[src/logic/mem_bus_pkg.sv]
/*
 * memory bus definitions
 * command encoding and widths shared by the data-memory port and the
 * write-back port of the memory stage
 */
package mem_bus_pkg;

  //////////////////////////////
  // bus command
  //////////////////////////////
  typedef enum logic [1:0] {
    bus_none  = 2'h0,  // idle, nothing on the bus
    bus_load  = 2'h1,  // word read, answered later by tag
    bus_store = 2'h2   // word write
  } bus_cmd_e;

  //////////////////////////////
  // widths
  //////////////////////////////
  localparam int TAG_W  = 4;   // response/tag, zero means nothing accepted
  localparam int ADDR_W = 64;  // byte address
  localparam int DATA_W = 64;  // one word per transfer

  localparam int WORD_ADDR_LO    = 3;   // low bits select a byte inside the word
  localparam int CACHE_ADDR_BITS = 13;  // word-address bits seen by the cache

endpackage

[src/logic/dcache_pkg.sv]
/*
 * data cache definitions
 * line layout, miss controller states and the index/tag split, which
 * depends on how many ways the cache is built with
 */
package dcache_pkg;

  localparam int NUM_LINES = 32;  // total lines, one word each

  // index bits for a given way count
  function automatic int set_bits(input int ways);
    return $clog2(NUM_LINES / ways);
  endfunction

  // what is left of the cached word address after the index
  function automatic int tag_bits(input int ways);
    return mem_bus_pkg::CACHE_ADDR_BITS - set_bits(ways);
  endfunction

  //////////////////////////////
  // one cache line
  //////////////////////////////
  typedef struct packed {
    logic [mem_bus_pkg::DATA_W-1:0]          data;
    logic [mem_bus_pkg::CACHE_ADDR_BITS-1:0] tag;    // upper tag_bits compared
    logic                                    valid;
    logic                                    dirty;  // differs from memory
  } cache_line_t;

  // load miss controller
  typedef enum logic [1:0] {
    idle,       // serving hits and stores
    req,        // load request on the data-memory port
    wait_data   // request accepted, waiting for our tag
  } ctrl_state_e;

endpackage

[src/logic/evict_if.sv]
`timescale 1ns/1ps
/*
 * eviction channel from the data cache to the eviction buffer
 * one dirty line per push pulse, buffer status flows back
 */
interface evict_if #(
  parameter int NUM_WAYS = 2
) ();

  // tag, index and the zero byte offset
  localparam int LINE_ADDR_W = dcache_pkg::tag_bits(NUM_WAYS)
                             + dcache_pkg::set_bits(NUM_WAYS)
                             + mem_bus_pkg::WORD_ADDR_LO;

  logic [LINE_ADDR_W-1:0]         line_addr;  // byte address of the victim
  logic [mem_bus_pkg::DATA_W-1:0] line_data;
  logic                           push;       // single cycle, only while !full
  logic                           full;
  logic                           empty;      // nothing left to write back

  modport producer (output line_addr, line_data, push, input full, empty);

  modport consumer (input line_addr, line_data, push, output full, empty);

endinterface

[src/logic/evict_buffer.sv]
`timescale 1ns/1ps
/*
 * eviction buffer
 * small FIFO of dirty lines from the data cache, drained in order as
 * stores on the write-back memory port
 */
module evict_buffer #(
  parameter int NUM_WAYS = 2,
  parameter int DEPTH    = 4
) (
  input  logic                           clock,
  input  logic                           reset,
  input  logic [mem_bus_pkg::TAG_W-1:0]  rmem2proc_response,
  output mem_bus_pkg::bus_cmd_e          proc2rmem_command,
  output logic [mem_bus_pkg::ADDR_W-1:0] proc2rmem_addr,
  output logic [mem_bus_pkg::DATA_W-1:0] proc2rmem_data,
  evict_if.consumer                      evict
);

  // entries keep only the cached part of the address
  localparam int LINE_ADDR_W = dcache_pkg::tag_bits(NUM_WAYS)
                             + dcache_pkg::set_bits(NUM_WAYS)
                             + mem_bus_pkg::WORD_ADDR_LO;
  localparam int ADDR_W = mem_bus_pkg::ADDR_W;
  localparam int PTR_W  = (DEPTH > 1) ? $clog2(DEPTH) : 1;
  localparam int CNT_W  = $clog2(DEPTH + 1);

  logic [LINE_ADDR_W-1:0]         addr_q [DEPTH];
  logic [mem_bus_pkg::DATA_W-1:0] data_q [DEPTH];
  logic [PTR_W-1:0]               head;   // oldest line, on the bus
  logic [PTR_W-1:0]               tail;   // next free slot
  logic [CNT_W-1:0]               count;
  logic                           do_push;
  logic                           do_pop;

  function automatic logic [PTR_W-1:0] next_ptr(input logic [PTR_W-1:0] ptr);
    return (ptr == PTR_W'(DEPTH - 1)) ? '0 : ptr + 1'b1;
  endfunction

  //////////////////////////////
  // status and bus side
  //////////////////////////////
  assign evict.full  = (count == CNT_W'(DEPTH));
  assign evict.empty = (count == '0);

  assign do_push = evict.push;  // producer keeps push off while full
  assign do_pop  = !evict.empty && (rmem2proc_response != '0);  // store taken

  assign proc2rmem_command = evict.empty ? mem_bus_pkg::bus_none
                                         : mem_bus_pkg::bus_store;
  assign proc2rmem_addr    = ADDR_W'(addr_q[head]);  // zero above the cached range
  assign proc2rmem_data    = data_q[head];

  //////////////////////////////
  // storage and pointers
  //////////////////////////////
  always_ff @(posedge clock) begin
    if (do_push) begin
      addr_q[tail] <= evict.line_addr;
      data_q[tail] <= evict.line_data;
    end
  end

  always_ff @(posedge clock) begin
    if (reset) begin
      head  <= '0;
      tail  <= '0;
      count <= '0;
    end else begin
      if (do_push) tail <= next_ptr(tail);
      if (do_pop)  head <= next_ptr(head);
      count <= count + CNT_W'(do_push) - CNT_W'(do_pop);  // both at once keeps it
    end
  end

  a_count_bound: assert property (@(posedge clock) disable iff (reset)
    count <= CNT_W'(DEPTH))
    else $error("evict_buffer: count %0d above depth %0d", count, DEPTH);

  // an empty buffer with nothing arriving stays off the bus
  a_quiet_when_empty: assert property (@(posedge clock) disable iff (reset)
    evict.empty && !evict.push |=> proc2rmem_command == mem_bus_pkg::bus_none)
    else $error("evict_buffer: store issued from an empty buffer");

endmodule

[src/flat_wrapper.sv]
// flat-port wrapper written by rule: the top's interface ports become plain ports
module evict_buffer_flat 
#(
  parameter int NUM_WAYS = 2,
  parameter int DEPTH    = 4
)
  (clock, reset, rmem2proc_response, proc2rmem_command, proc2rmem_addr, proc2rmem_data, evict_line_addr, evict_line_data, evict_push, evict_full, evict_empty);
  evict_if #(.NUM_WAYS(NUM_WAYS)) evict_i ();
  input  logic clock;
  input  logic reset;
  input  logic [mem_bus_pkg::TAG_W-1:0] rmem2proc_response;
  output mem_bus_pkg::bus_cmd_e proc2rmem_command;
  output logic [mem_bus_pkg::ADDR_W-1:0] proc2rmem_addr;
  output logic [mem_bus_pkg::DATA_W-1:0] proc2rmem_data;
  input wire logic [$bits(evict_i.line_addr)-1:0] evict_line_addr;
  input wire logic [$bits(evict_i.line_data)-1:0] evict_line_data;
  input wire logic [$bits(evict_i.push)-1:0] evict_push;
  output wire logic [$bits(evict_i.full)-1:0] evict_full;
  output wire logic [$bits(evict_i.empty)-1:0] evict_empty;
  assign evict_i.line_addr = evict_line_addr;
  assign evict_i.line_data = evict_line_data;
  assign evict_i.push = evict_push;
  assign evict_full = evict_i.full;
  assign evict_empty = evict_i.empty;
  evict_buffer #(.NUM_WAYS(NUM_WAYS), .DEPTH(DEPTH)) u_core (.clock(clock), .reset(reset), .rmem2proc_response(rmem2proc_response), .proc2rmem_command(proc2rmem_command), .proc2rmem_addr(proc2rmem_addr), .proc2rmem_data(proc2rmem_data), .evict(evict_i));
endmodule
[config.mk]
export PLATFORM = sky130hd
export DESIGN_NAME = evict_buffer_flat
export DESIGN_NICKNAME = d
export VERILOG_FILES = /design/src/logic/mem_bus_pkg.sv /design/src/logic/dcache_pkg.sv /design/src/logic/evict_if.sv /design/src/logic/evict_buffer.sv /design/src/flat_wrapper.sv
export SDC_FILE = /design/constraint.sdc
export NUM_CORES = 1
export LEC_CHECK = 0
export BUFFER_PORTS_ARGS = -buffer_cell sky130_fd_sc_hd__buf_2
export CAP_MARGIN = 10
export CORE_ASPECT_RATIO = 0.75
export CORE_MARGIN = 8
export CORE_UTILIZATION = 53
export DETAILED_ROUTE_END_ITERATION = 12
export GPL_TIMING_DRIVEN = 0
export PLACE_DENSITY = 0.73
export SYNTH_ARGS = -nofsm -noshare
export SYNTH_HDL_FRONTEND = slang
export SYNTH_SLANG_ARGS = --single-unit
[constraint.sdc]
create_clock -name clock -period 3.85 [get_ports clock]
set_clock_uncertainty 0.1 [all_clocks]
set_input_delay 0.5775 -clock clock [delete_from_list [all_inputs] [get_ports clock]]
set_output_delay 0.5775 -clock clock [all_outputs]
set_load 0.02 [all_outputs]
==> results of run 1 <==
## registers in the layout (all words and copies together), names as in the netlist, named ones only
register and cells:
u_core.addr_q 64, u_core.head 2, u_core.tail 2, u_core.count 3, u_core.data_q 256
## worst max-delay path, delay by kind of cell, from the launching register on
kind	cells	cell delay [ns]
buffers and inverters	3	1.04
multiplexers	1	0.36
flip-flops	1	0.31
## cell type report
cell class / instances / area, um2
Sequential cell: 329 / 9790
Inverter: 6 / 22.5
Fill cell: 1571 / 8140
Clock buffer: 34 / 787
Timing Repair Buffer: 173 / 941
Clock inverter: 21 / 148
Tap cell: 300 / 375
Multi-Input combinational cell: 162 / 2260
Buffer: 67 / 477
Antenna cell: 1 / 2.50
## logic make-up after synthesis
kind of cell / after synthesis
flops: 329
other cells: 1
simple gates: 18
xor+xnor: 1
buf+inv: 73
compound gates: 4
mux: 82
fa+ha+maj: 8
## final timing paths
| check | cells after the start | end | startpoint |
|---|---|---|---|
| hold / removal | 1 | u_core.data_q[2][21]$_DFFE_PP_ | evict_line_data[21] |
| setup reg to reg | 11 | u_core.count[2]$_SDFF_PP0_ | u_core.count[1]$_SDFF_PP0_ |
| hold reg to reg | 2 | flip-flop | u_core.head[1]$_SDFFE_PP0N_ |
| setup / recovery | 4 | proc2rmem_data[9] | flip-flop |
## per-stage QoR
stage / cells / setup WS [ns] / cell area [um2]
finish: 1093 / 0.913 / 14800
global route: 1093 / 0.791 / 14800
CTS: 1092 / 0.815 / 14800
detailed placement: 1037 / 0.840 / 13900
global placement: 1033 / -0.709 / 13800
floorplan: 564 / 0.862 / 12500
## layer usage
metal	GRT usage	wire, um	vias up
met5	0	16	-
met4	0.0373	363	4
met2	0.278	12200	220
met3	0.0428	1780	28
li1	-	-	2559
met1	0.216	9720	2990
## power by group through the flow
stage	logic [uW]	registers [uW]	clock network, uW
floorplan	2030	4250	0
global placement	2860	4260	0
detailed placement	2910	4260	0
CTS	2930	4190	2870
global route	3070	4200	3010
finish	2860	4180	2800
## placed cells by master (no fill, tap or decap), drive strengths merged, types with 6 or more instances in the layout
cell,instances
edfxtp,320
buf,240
mux4,80
conb,49
clkbuf,34
clkinv,16
dfxtp,9
ha,7
inv,7
nor2,6
==> impl_metrics.csv, run 1 <==
group,metric,value,unit
outcome,status,"finished clean",
yosys,yosys.area.top_type,"edfxtp_1",
finish,drive_gt1_frac,0.461,
yosys,synth.avg_cell_area,23.9,um2
yosys,synth.top_cells.by_count,"320 x edfxtp_1, 80 x mux4_2, 57 x buf_4",
clock_tree,cts_root_buffer,"clkbuf_16",
clock_tree,cts-resized-gates,0,
pwr,ir_worst_vdd,0.000467,V
yosys,synth_cell_types,25,
pwr,p_int,6930,uW
drt,drc_errors,0,
yosys,ys.flop_type,"edfxtp_1",
timing,hold_viol,0,
drt,drtIter0Drc,335,
setup_path,crit_top_cell,"buf_2",
drt,via_count,5801,
setup_path,worstSetupPathType,"flip-flop to primary output",
clock_tree,cts_tree,"yes",
timing,relSlewSlack,0.468,
clock_tree,ctsHoldBuffers,0,
yosys,synth_xor_xnor_area_share,0.000709,
drt,first_pass_iters,4,
clock_tree,postCtsSetupBuffers,0,
pwr,switching_share,0.295,
timing,fin_crit_sh,0.763,
floorplanning,die_x,192,um
floorplanning,die_area,28500,um2
pwr,p_sw,2910,uW
timing,fmaxAchievable,341,MHz
yosys,postSynthCellCount,516,
yosys,synth.most_common_cell,"edfxtp_1",
setup_path,required,3.17,ns
yosys,synthMuxAreaShare,0.147,
yosys,synth_fa_ha_area_frac,0.00871,
setup_path,crit_path_max_incr_delay,0.44,ns
drt,antenna_left,0,
grt,grt_pass1_wl,36600,um
setup_path,cp-end-kind,"primary output",
setup_path,rrSetupSlack,1.31,ns
floorplanning,start_util,0.539,
setup_path,startpoint_type,"flip-flop",
yosys,synthArstFlopShare,0,
pwr,clkPwrFrac,0.284,
grt,grt-ovfl-total,0,
clock_tree,clock_sinks,329,
clock_tree,clock_path_buffers,3,
pwr,p_seq_frac,0.425,
yosys,synth_area,12400,um2
floorplanning,pin_count,219,
drt,routed_via_density,5.31,
pwr,combPwrFrac,0.290,
place,io_buffers,169,
clock_tree,clk_latency,0.53,ns
pwr,power,9840,uW
place,hpwl,16000,um
setup_path,arrival,2.26,ns
place,gp_congestion,0.723,
timing,fin_tns_setup,0,ns
setup_path,crit_chain,"buf_1, buf_2, mux4_2, buf_2",
job,maxCapViolCount,0,
pwr,power.density,665,nW/um2
grt,grt_max_degree,51,
setup_path,worst-path-max-fanout,10,
timing,setup-violations-final,0,
timing,worst_pin_slew,0.798,ns
clock_tree,h-tree-depth,1,
yosys,synth_top_family_by_area,"multiplexers",
drt,postRouteWirelength,24100,um
yosys,yosys_warnings,0,
pwr,power.leakage,0.00527,uW
floorplanning,core,22900,um2
floorplanning,dieHeight,148,um
yosys,synth_compound_area_frac,0.00162,
yosys,yosysSeqAreaShare,0.792,
timing,fin_crit,2.94,ns
grt,grt_pass1_vias,6411,
finish,nNetsFinal,864,
timing,rsz0062_at_grt,"no",
grt,grt_usage,0.166,
timing,hold_ws,0.152,ns
yosys,synth_simple_gate_area_share,0.00861,
yosys,ys_top_cells_by_area,"edfxtp_1 78%, mux4_2 15%, buf_4 3.5%",
drt,wire_per_inst,22.0,um
finish,final_core_util,0.645,
grt,grt_antenna_before_repair,3,
timing,maxSlewViolCount,0,
finish,syn_to_final_growth,19.8,%
hold_path,hold_path_class,"input port to flip-flop",
clock_tree,clkTransAtPathRegs,0.06,ns
yosys,ys_ff_latch,329,
floorplanning,num_rows,48,
yosys,synth_edf_count,320,
clock_tree,cts_buffers,30,
yosys,synth_top_area_share,0.778,
setup_path,cp_slowest_cell,"buf_1",
(Power assumes the default switching activity.)
==> run 2: changes to the inputs <==
- ABC_AREA: default -> 1
- CORE_UTILIZATION: 53 -> 50
- PLACE_DENSITY: 0.73 -> 0.72
- clock period: 3.85 -> 2.4 ns (I/O delays scaled with it)
==> impl_metrics.csv, run 2 <==
group,metric,value,unit
yosys,synth_edf_count,320,
clock_tree,h-tree-depth,1,
clock_tree,clock_path_buffers,3,
drt,via_count,8294,
place,placed_area,14300,um2
floorplanning,num_rows,50,
drt,antenna_left,0,
pwr,power,19200,uW
setup_path,worst-path-max-fanout,10,
yosys,yosys_warnings,0,
pwr,p_int,12600,uW
timing,maxSlewViolCount,0,
grt,grt_pass1_wl,45400,um
pwr,p_sw,6580,uW
pwr,p_seq_frac,0.350,
outcome,status,"finished clean",
timing,worst_pin_slew,0.746,ns
setup_path,arrival,1.90,ns
floorplanning,pin_count,219,
drt,drtIter0Drc,581,
pwr,ir_worst_vdd,0.000687,V
floorplanning,start_util,0.508,
clock_tree,clkTransAtPathRegs,0.07,ns
finish,final_cell_mix,"320 x edfxtp_1, 166 x nor2_1, 126 x o21ai_0, 114 x buf_4, 104 x buf_2",
timing,relSlewSlack,0.500,
grt,grt_usage,0.188,
timing,fin_crit,2.36,ns
finish,largest_register_ffs,256,
job,maxCapViolCount,0,
drt,first_pass_iters,5,
drt,drc_errors,0,
grt,grt-ovfl-total,0,
timing,setup-violations-final,0,
yosys,ys_ff_latch,329,
floorplanning,core,25000,um2
pwr,combPwrFrac,0.401,
yosys,yosysSeqAreaShare,0.772,
yosys,synth_cell_types,22,
timing,hold_viol,0,
timing,fin_crit_sh,0.984,
floorplanning,dieHeight,154,um
finish,multiInputGateArea,2500,um2
place,hpwl,18500,um
yosys,yosys.area.top_type,"edfxtp_1",
finish,nNetsFinal,1338,
timing,rsz0062_at_grt,"yes",
setup_path,cp-end-kind,"primary output",
setup_path,required,1.94,ns
yosys,synth.most_common_cell,"edfxtp_1",
finish,nFillCells,1702,
place,gp_congestion,0.721,
setup_path,crit_chain,"buf_8, clkinvlp_4, buf_12, clkbuf_8, o21ai_1, o22ai_2, buf_6",
yosys,synth_area,12700,um2
timing,fin_tns_setup,0,ns
grt,grt_antenna_before_repair,1,
clock_tree,cts_buffers,31,
grt,grt_max_degree,34,
pwr,clkPwrFrac,0.249,
pwr,power.leakage,0.00640,uW
drt,routed_via_density,5.16,
setup_path,worstSetupPathType,"flip-flop to primary output",
setup_path,crit_family,"buffers and inverters",
clock_tree,cts_root_buffer,"clkbuf_16",
yosys,synth_top_area_share,0.758,
yosys,synthArstFlopShare,0,
yosys,synth.top_cells.by_count,"320 x edfxtp_1, 170 x nor2_1, 151 x o21ai_0",
setup_path,crit_path_max_incr_delay,0.33,ns
finish,final_area,17000,um2
timing,hold_ws,0.0898,ns
drt,wire_per_inst,19.4,um
finish,reg_top3,"u_core.data_q (256), u_core.addr_q (64), u_core.count (3)",
setup_path,cp_slowest_cell,"dfxtp_2",
floorplanning,die_x,200,um
yosys,postSynthCellCount,890,
grt,grt_pass1_vias,8252,
finish,final_core_util,0.683,
setup_path,cp_num_buf_inv,5,
finish,top_register,"u_core.data_q",
setup_path,startpoint_type,"flip-flop",
drt,postRouteWirelength,31200,um
finish,regArea,9790,um2
pwr,switching_share,0.343,
finish,drive_gt1_frac,0.296,
clock_tree,clk_latency,0.54,ns
clock_tree,clock_sinks,329,
finish,layout_commonest_cell,"edfxtp_1",
pwr,power.density,1130,nW/um2
yosys,synth.avg_cell_area,14.3,um2
yosys,ys.flop_type,"edfxtp_1",
floorplanning,die_area,30800,um2
place,io_buffers,169,
finish,syn_to_final_growth,34.3,%
hold_path,hold_path_class,"input port to flip-flop",
yosys,ys_top_cells_by_area,"edfxtp_1 76%, o21ai_0 6.0%, nor2_1 5.0%",
timing,fmaxAchievable,423,MHz
clock_tree,cts_tree,"yes",
## run 2: changes by cell type after synthesis, sizes merged, moves of 4 or more
cell / previous run / this run
mux4: 80 / 0
o21ai: 2 / 161
inv: 6 / 19
nor2: 6 / 170
buf: 67 / 63
nand2: 0 / 11
and2: 5 / 0
clkbuf: 0 / 38
o22ai: 0 / 80
## run 2: through the flow
step / setup WS [ns] / instances
6_report: 0.0380 / 1606
5_1_grt: -0.0306 / 1605
4_1_cts: -0.0483 / 1600
3_5_place_dp: -0.121 / 1453
3_3_place_gp: -1.00 / 1445
2_1_floorplan: 0.0278 / 938
## run 2: cell type report
class,instances,area share
Antenna cell,2,0.000294
Buffer,95,0.0496
Clock buffer,36,0.0466
Clock inverter,20,0.0113
Inverter,19,0.00624
Multi-Input combinational cell,489,0.147
Sequential cell,329,0.575
Tap cell,338,0.0248
Timing Repair Buffer,276,0.139
Timing Repair inverter,2,0.000588
## run 2: power groups by stage
stage,logic (uW),clock network (uW),registers [uW]
2_1_floorplan,3730,0,6800
3_3_place_gp,5790,0,6810
3_5_place_dp,5870,0,6800
4_1_cts,7220,4840,6690
5_1_grt,8200,5050,6730
6_report,7700,4770,6710
## run 2: per-layer routing
metal,vias up,wire [um],GRT usage
li1,3921,-,-
met1,4001,13300,0.256
met2,324,14700,0.310
met3,48,2510,0.0353
met4,0,650,0.0458
met5,-,0,0
## run 2: final timing paths
kind                                     from                              to  slack, ns  cells after the start
setup / recovery                    flip-flop              proc2rmem_data[11]       0.04                      7
hold / removal                     evict_push     u_core.tail[1]$_SDFFE_PP0P_       0.09                      3
setup reg to reg  u_core.tail[0]$_SDFFE_PP0P_  u_core.addr_q[2][15]$_DFFE_PP_       0.17                      6
hold reg to reg   u_core.head[0]$_SDFFE_PP0N_                       flip-flop       0.43                      2
## run 2: cells by family after synthesis
group           Yosys count  synth area share
buf+inv                 120            0.0586
simple gates            186            0.0556
flops                   329             0.772
xor+xnor                  1          0.000691
fa+ha+maj                 8           0.00848
compound gates          245             0.105
other cells               1          0.000296
## run 2: worst reg2reg max path, cell delays in order (launching register included)
cell        delay (ns)
dfxtp_1           0.40
inv_1             0.08
ha_1              0.19
nand2_1           0.10
clkinvlp_4        0.47
buf_12            0.40
buf_12            0.21
## run 2: timing repair
action	4_1_cts	5_1_grt
hold buffers	81	0
endpoints found under the hold margin	323	0
cloned	2	7
pin swaps	33	18
buffers inserted	11	0
endpoints found under the setup margin	80	105
gates resized for setup	167	77
==> run 3: changes to the inputs <==
--- a/config.mk
+++ b/config.mk
@@ -13,4 +13,5 @@
 export CORE_UTILIZATION = 50
 export DETAILED_ROUTE_END_ITERATION = 12
+export GPL_ROUTABILITY_DRIVEN = 0
 export GPL_TIMING_DRIVEN = 0
 export PLACE_DENSITY = 0.72
--- a/constraint.sdc
+++ b/constraint.sdc
@@ -3,3 +3,3 @@
 set_input_delay 0.36 -clock clock [delete_from_list [all_inputs] [get_ports clock]]
 set_output_delay 0.36 -clock clock [all_outputs]
-set_load 0.02 [all_outputs]
+set_load 0.01 [all_outputs]
==> impl_metrics.csv, run 3 (same netlist as run 2, synthesis figures left out) <==
group,metric,value,unit
outcome,status,"finished clean",
clock_tree,cts_tree,"yes",
drt,routed_via_density,5.15,
timing,rsz0062_at_grt,"yes",
grt,grt_max_degree,34,
timing,hold_viol,0,
place,hpwl,18500,um
hold_path,hold_depth,3,
drt,antenna_left,0,
clock_tree,cts_root_buffer,"clkbuf_16",
finish,nFillCells,1705,
setup_path,startpoint_type,"flip-flop",
pwr,switching_share,0.324,
clock_tree,cts_buffers,31,
clock_tree,clock_path_buffers,3,
timing,relSlewSlack,0.467,
floorplanning,core,25000,um2
clock_tree,clkTransAtPathRegs,0.06,ns
setup_path,reg2reg_from,"u_core.tail[0]$_SDFFE_PP0P_",
timing,setup-violations-final,0,
floorplanning,start_util,0.508,
drt,via_count,8274,
hold_path,holdPathEnd,"u_core.tail[1]$_SDFFE_PP0P_",
setup_path,rrSetupSlack,0.18,ns
finish,final_cells,1608,
floorplanning,die_x,200,um
hold_path,hold_path_class,"input port to flip-flop",
timing,maxSlewViolCount,0,
setup_path,required,1.94,ns
finish,final_core_util,0.678,
job,maxCapViolCount,0,
floorplanning,dieHeight,154,um
finish,layout_commonest_cell,"edfxtp_1",
setup_path,worstSetupPathType,"flip-flop to primary output",
pwr,p_seq_frac,0.371,
hold_path,hold_path.startpoint,"evict_push",
grt,grt_antenna_before_repair,1,
place,io_buffers,169,
place,numPlacedInstances,1453,
setup_path,cp-end-kind,"primary output",
timing,worst_pin_slew,0.796,ns
drt,drc_errors,0,
timing,fmaxAchievable,417,MHz
floorplanning,pin_count,219,
finish,top_register,"u_core.data_q",
drt,first_pass_iters,5,
timing,setup_slack,0.00377,ns
place,dp_worst_setup_slack,-0.0874,ns
pwr,p_int,12200,uW
setup_path,worst-path-max-fanout,10,
pwr,p_sw,5860,uW
finish,largest_register_ffs,256,
floorplanning,num_rows,50,
finish,nNetsFinal,1340,
drt,wire_per_inst,19.5,um
finish,reg_top3,"u_core.data_q (256), u_core.addr_q (64), u_core.count (3)",
finish,syn_to_final_growth,33.3,%
grt,grt_pass1_vias,8232,
pwr,ir_worst_vdd,0.000700,V
finish,drive_gt1_frac,0.297,
setup_path,r2r_end,"u_core.addr_q[2][15]$_DFFE_PP_",
pwr,power,18100,uW
clock_tree,h-tree-depth,1,
clock_tree,clock_sinks,329,
pwr,power.density,1070,nW/um2
setup_path,arrival,1.94,ns
pwr,power.leakage,0.00637,uW
pwr,combPwrFrac,0.364,
pwr,clkPwrFrac,0.264,
clock_tree,clk_latency,0.54,ns
timing,fin_crit_sh,0.998,
floorplanning,die_area,30800,um2
drt,postRouteWirelength,31300,um
timing,hold_ws,0.0940,ns
grt,grt-ovfl-total,0,
timing,fin_crit,2.40,ns
drt,drtIter0Drc,678,
grt,grt_pass1_wl,45100,um
setup_path,r2r_cells,6,
grt,grt_usage,0.187,
finish,final_cell_mix,"320 x edfxtp_1, 171 x buf_2, 170 x nor2_1, 132 x o21ai_0, 81 x dlygate4sd3_1",
## run 3: cell types whose count changed in the layout (fill, tap and decap cells not counted), moves of 4 or more
| cell | delta |
|---|---|
| buf_2 | +67 |
| buf_4 | -58 |
| buf_6 | -14 |
| buf_8 | +4 |
| clkbuf_4 | -6 |
| clkbuf_8 | +7 |
| nor2_1 | +4 |
| nor2_2 | -4 |
| o21ai_0 | +6 |
| o21ai_1 | -12 |
| o21ai_2 | +5 |
## run 3: worst max-delay path by stage
| stage | cells past startpoint | slack (ns) | startpoint | to |
|---|---|---|---|---|
| floorplan | 4 | 0.03 | u_core.tail[0]$_SDFFE_PP0P_ | u_core.addr_q[0][0]$_DFFE_PP_ |
| global placement | 4 | -1.00 | u_core.tail[0]$_SDFFE_PP0P_ | u_core.data_q[0][27]$_DFFE_PP_ |
| detailed placement | 6 | -0.09 | flip-flop | proc2rmem_data[33] |
| CTS | 8 | -0.01 | flip-flop | proc2rmem_addr[0] |
| global route | 7 | -0.05 | flip-flop | proc2rmem_data[15] |
| finish | 7 | 0.004 | flip-flop | proc2rmem_data[19] |
## run 3: repair_timing
action,in CTS,in global routing
resized for setup,97,64
hold buffers,81,0
setup buffers,6,2
setup endpoints to repair,80,99
hold endpoints to repair,323,0
cloned,3,9
pin swaps,14,14
## run 3: routing by layer
| layer | track usage | vias up | routed length, um | share of wire |
|---|---|---|---|---|
| met5 | 0 | - | 0 | 0 |
| met4 | 0.0448 | 0 | 536 | 0.017 |
| met3 | 0.0364 | 45 | 2680 | 0.086 |
| met2 | 0.310 | 345 | 14900 | 0.48 |
| met1 | 0.252 | 3963 | 13200 | 0.42 |
| li1 | - | 3921 | - | - |
## run 3: power by group through the flow
stage / Combinational (uW) / Sequential (uW) / Clock, uW
after floorplan: 3030 / 6800 / 0
after detailed placement: 5180 / 6800 / 0
after global placement: 5090 / 6810 / 0
final: 6590 / 6720 / 4780
after global routing: 7100 / 6740 / 5060
after CTS: 6020 / 6690 / 4840
## run 3: critical path, cell delays in order (launching register included)
cell	delay (ns)
dfxtp_4	0.37
buf_8	0.14
clkinvlp_4	0.09
buf_12	0.15
buf_4	0.17
o21ai_0	0.10
o22ai_1	0.19
buf_2	0.18
## run 3: final cells by class
cell class | instances | area (um2) | share of cell area
repair inverters | 2 | 10.0 | 0.000592
flip-flops and latches | 329 | 9800 | 0.579
inverters | 19 | 106 | 0.00629
well taps | 338 | 423 | 0.0250
plain buffers | 97 | 907 | 0.0536
repair buffers | 276 | 2180 | 0.129
clock inverters | 20 | 193 | 0.0114
diodes | 2 | 5.00 | 0.000296
clock buffers | 36 | 795 | 0.0470
multi-input cells | 489 | 2500 | 0.148
## run 3: through the flow
step / cell area [um2] / setup TNS [ns]
after CTS: 16500 / -0.0380
after detailed placement: 14300 / -0.188
final: 16900 / 0
after floorplan: 12900 / 0
after global placement: 14100 / -284.38
after global routing: 16900 / -0.700
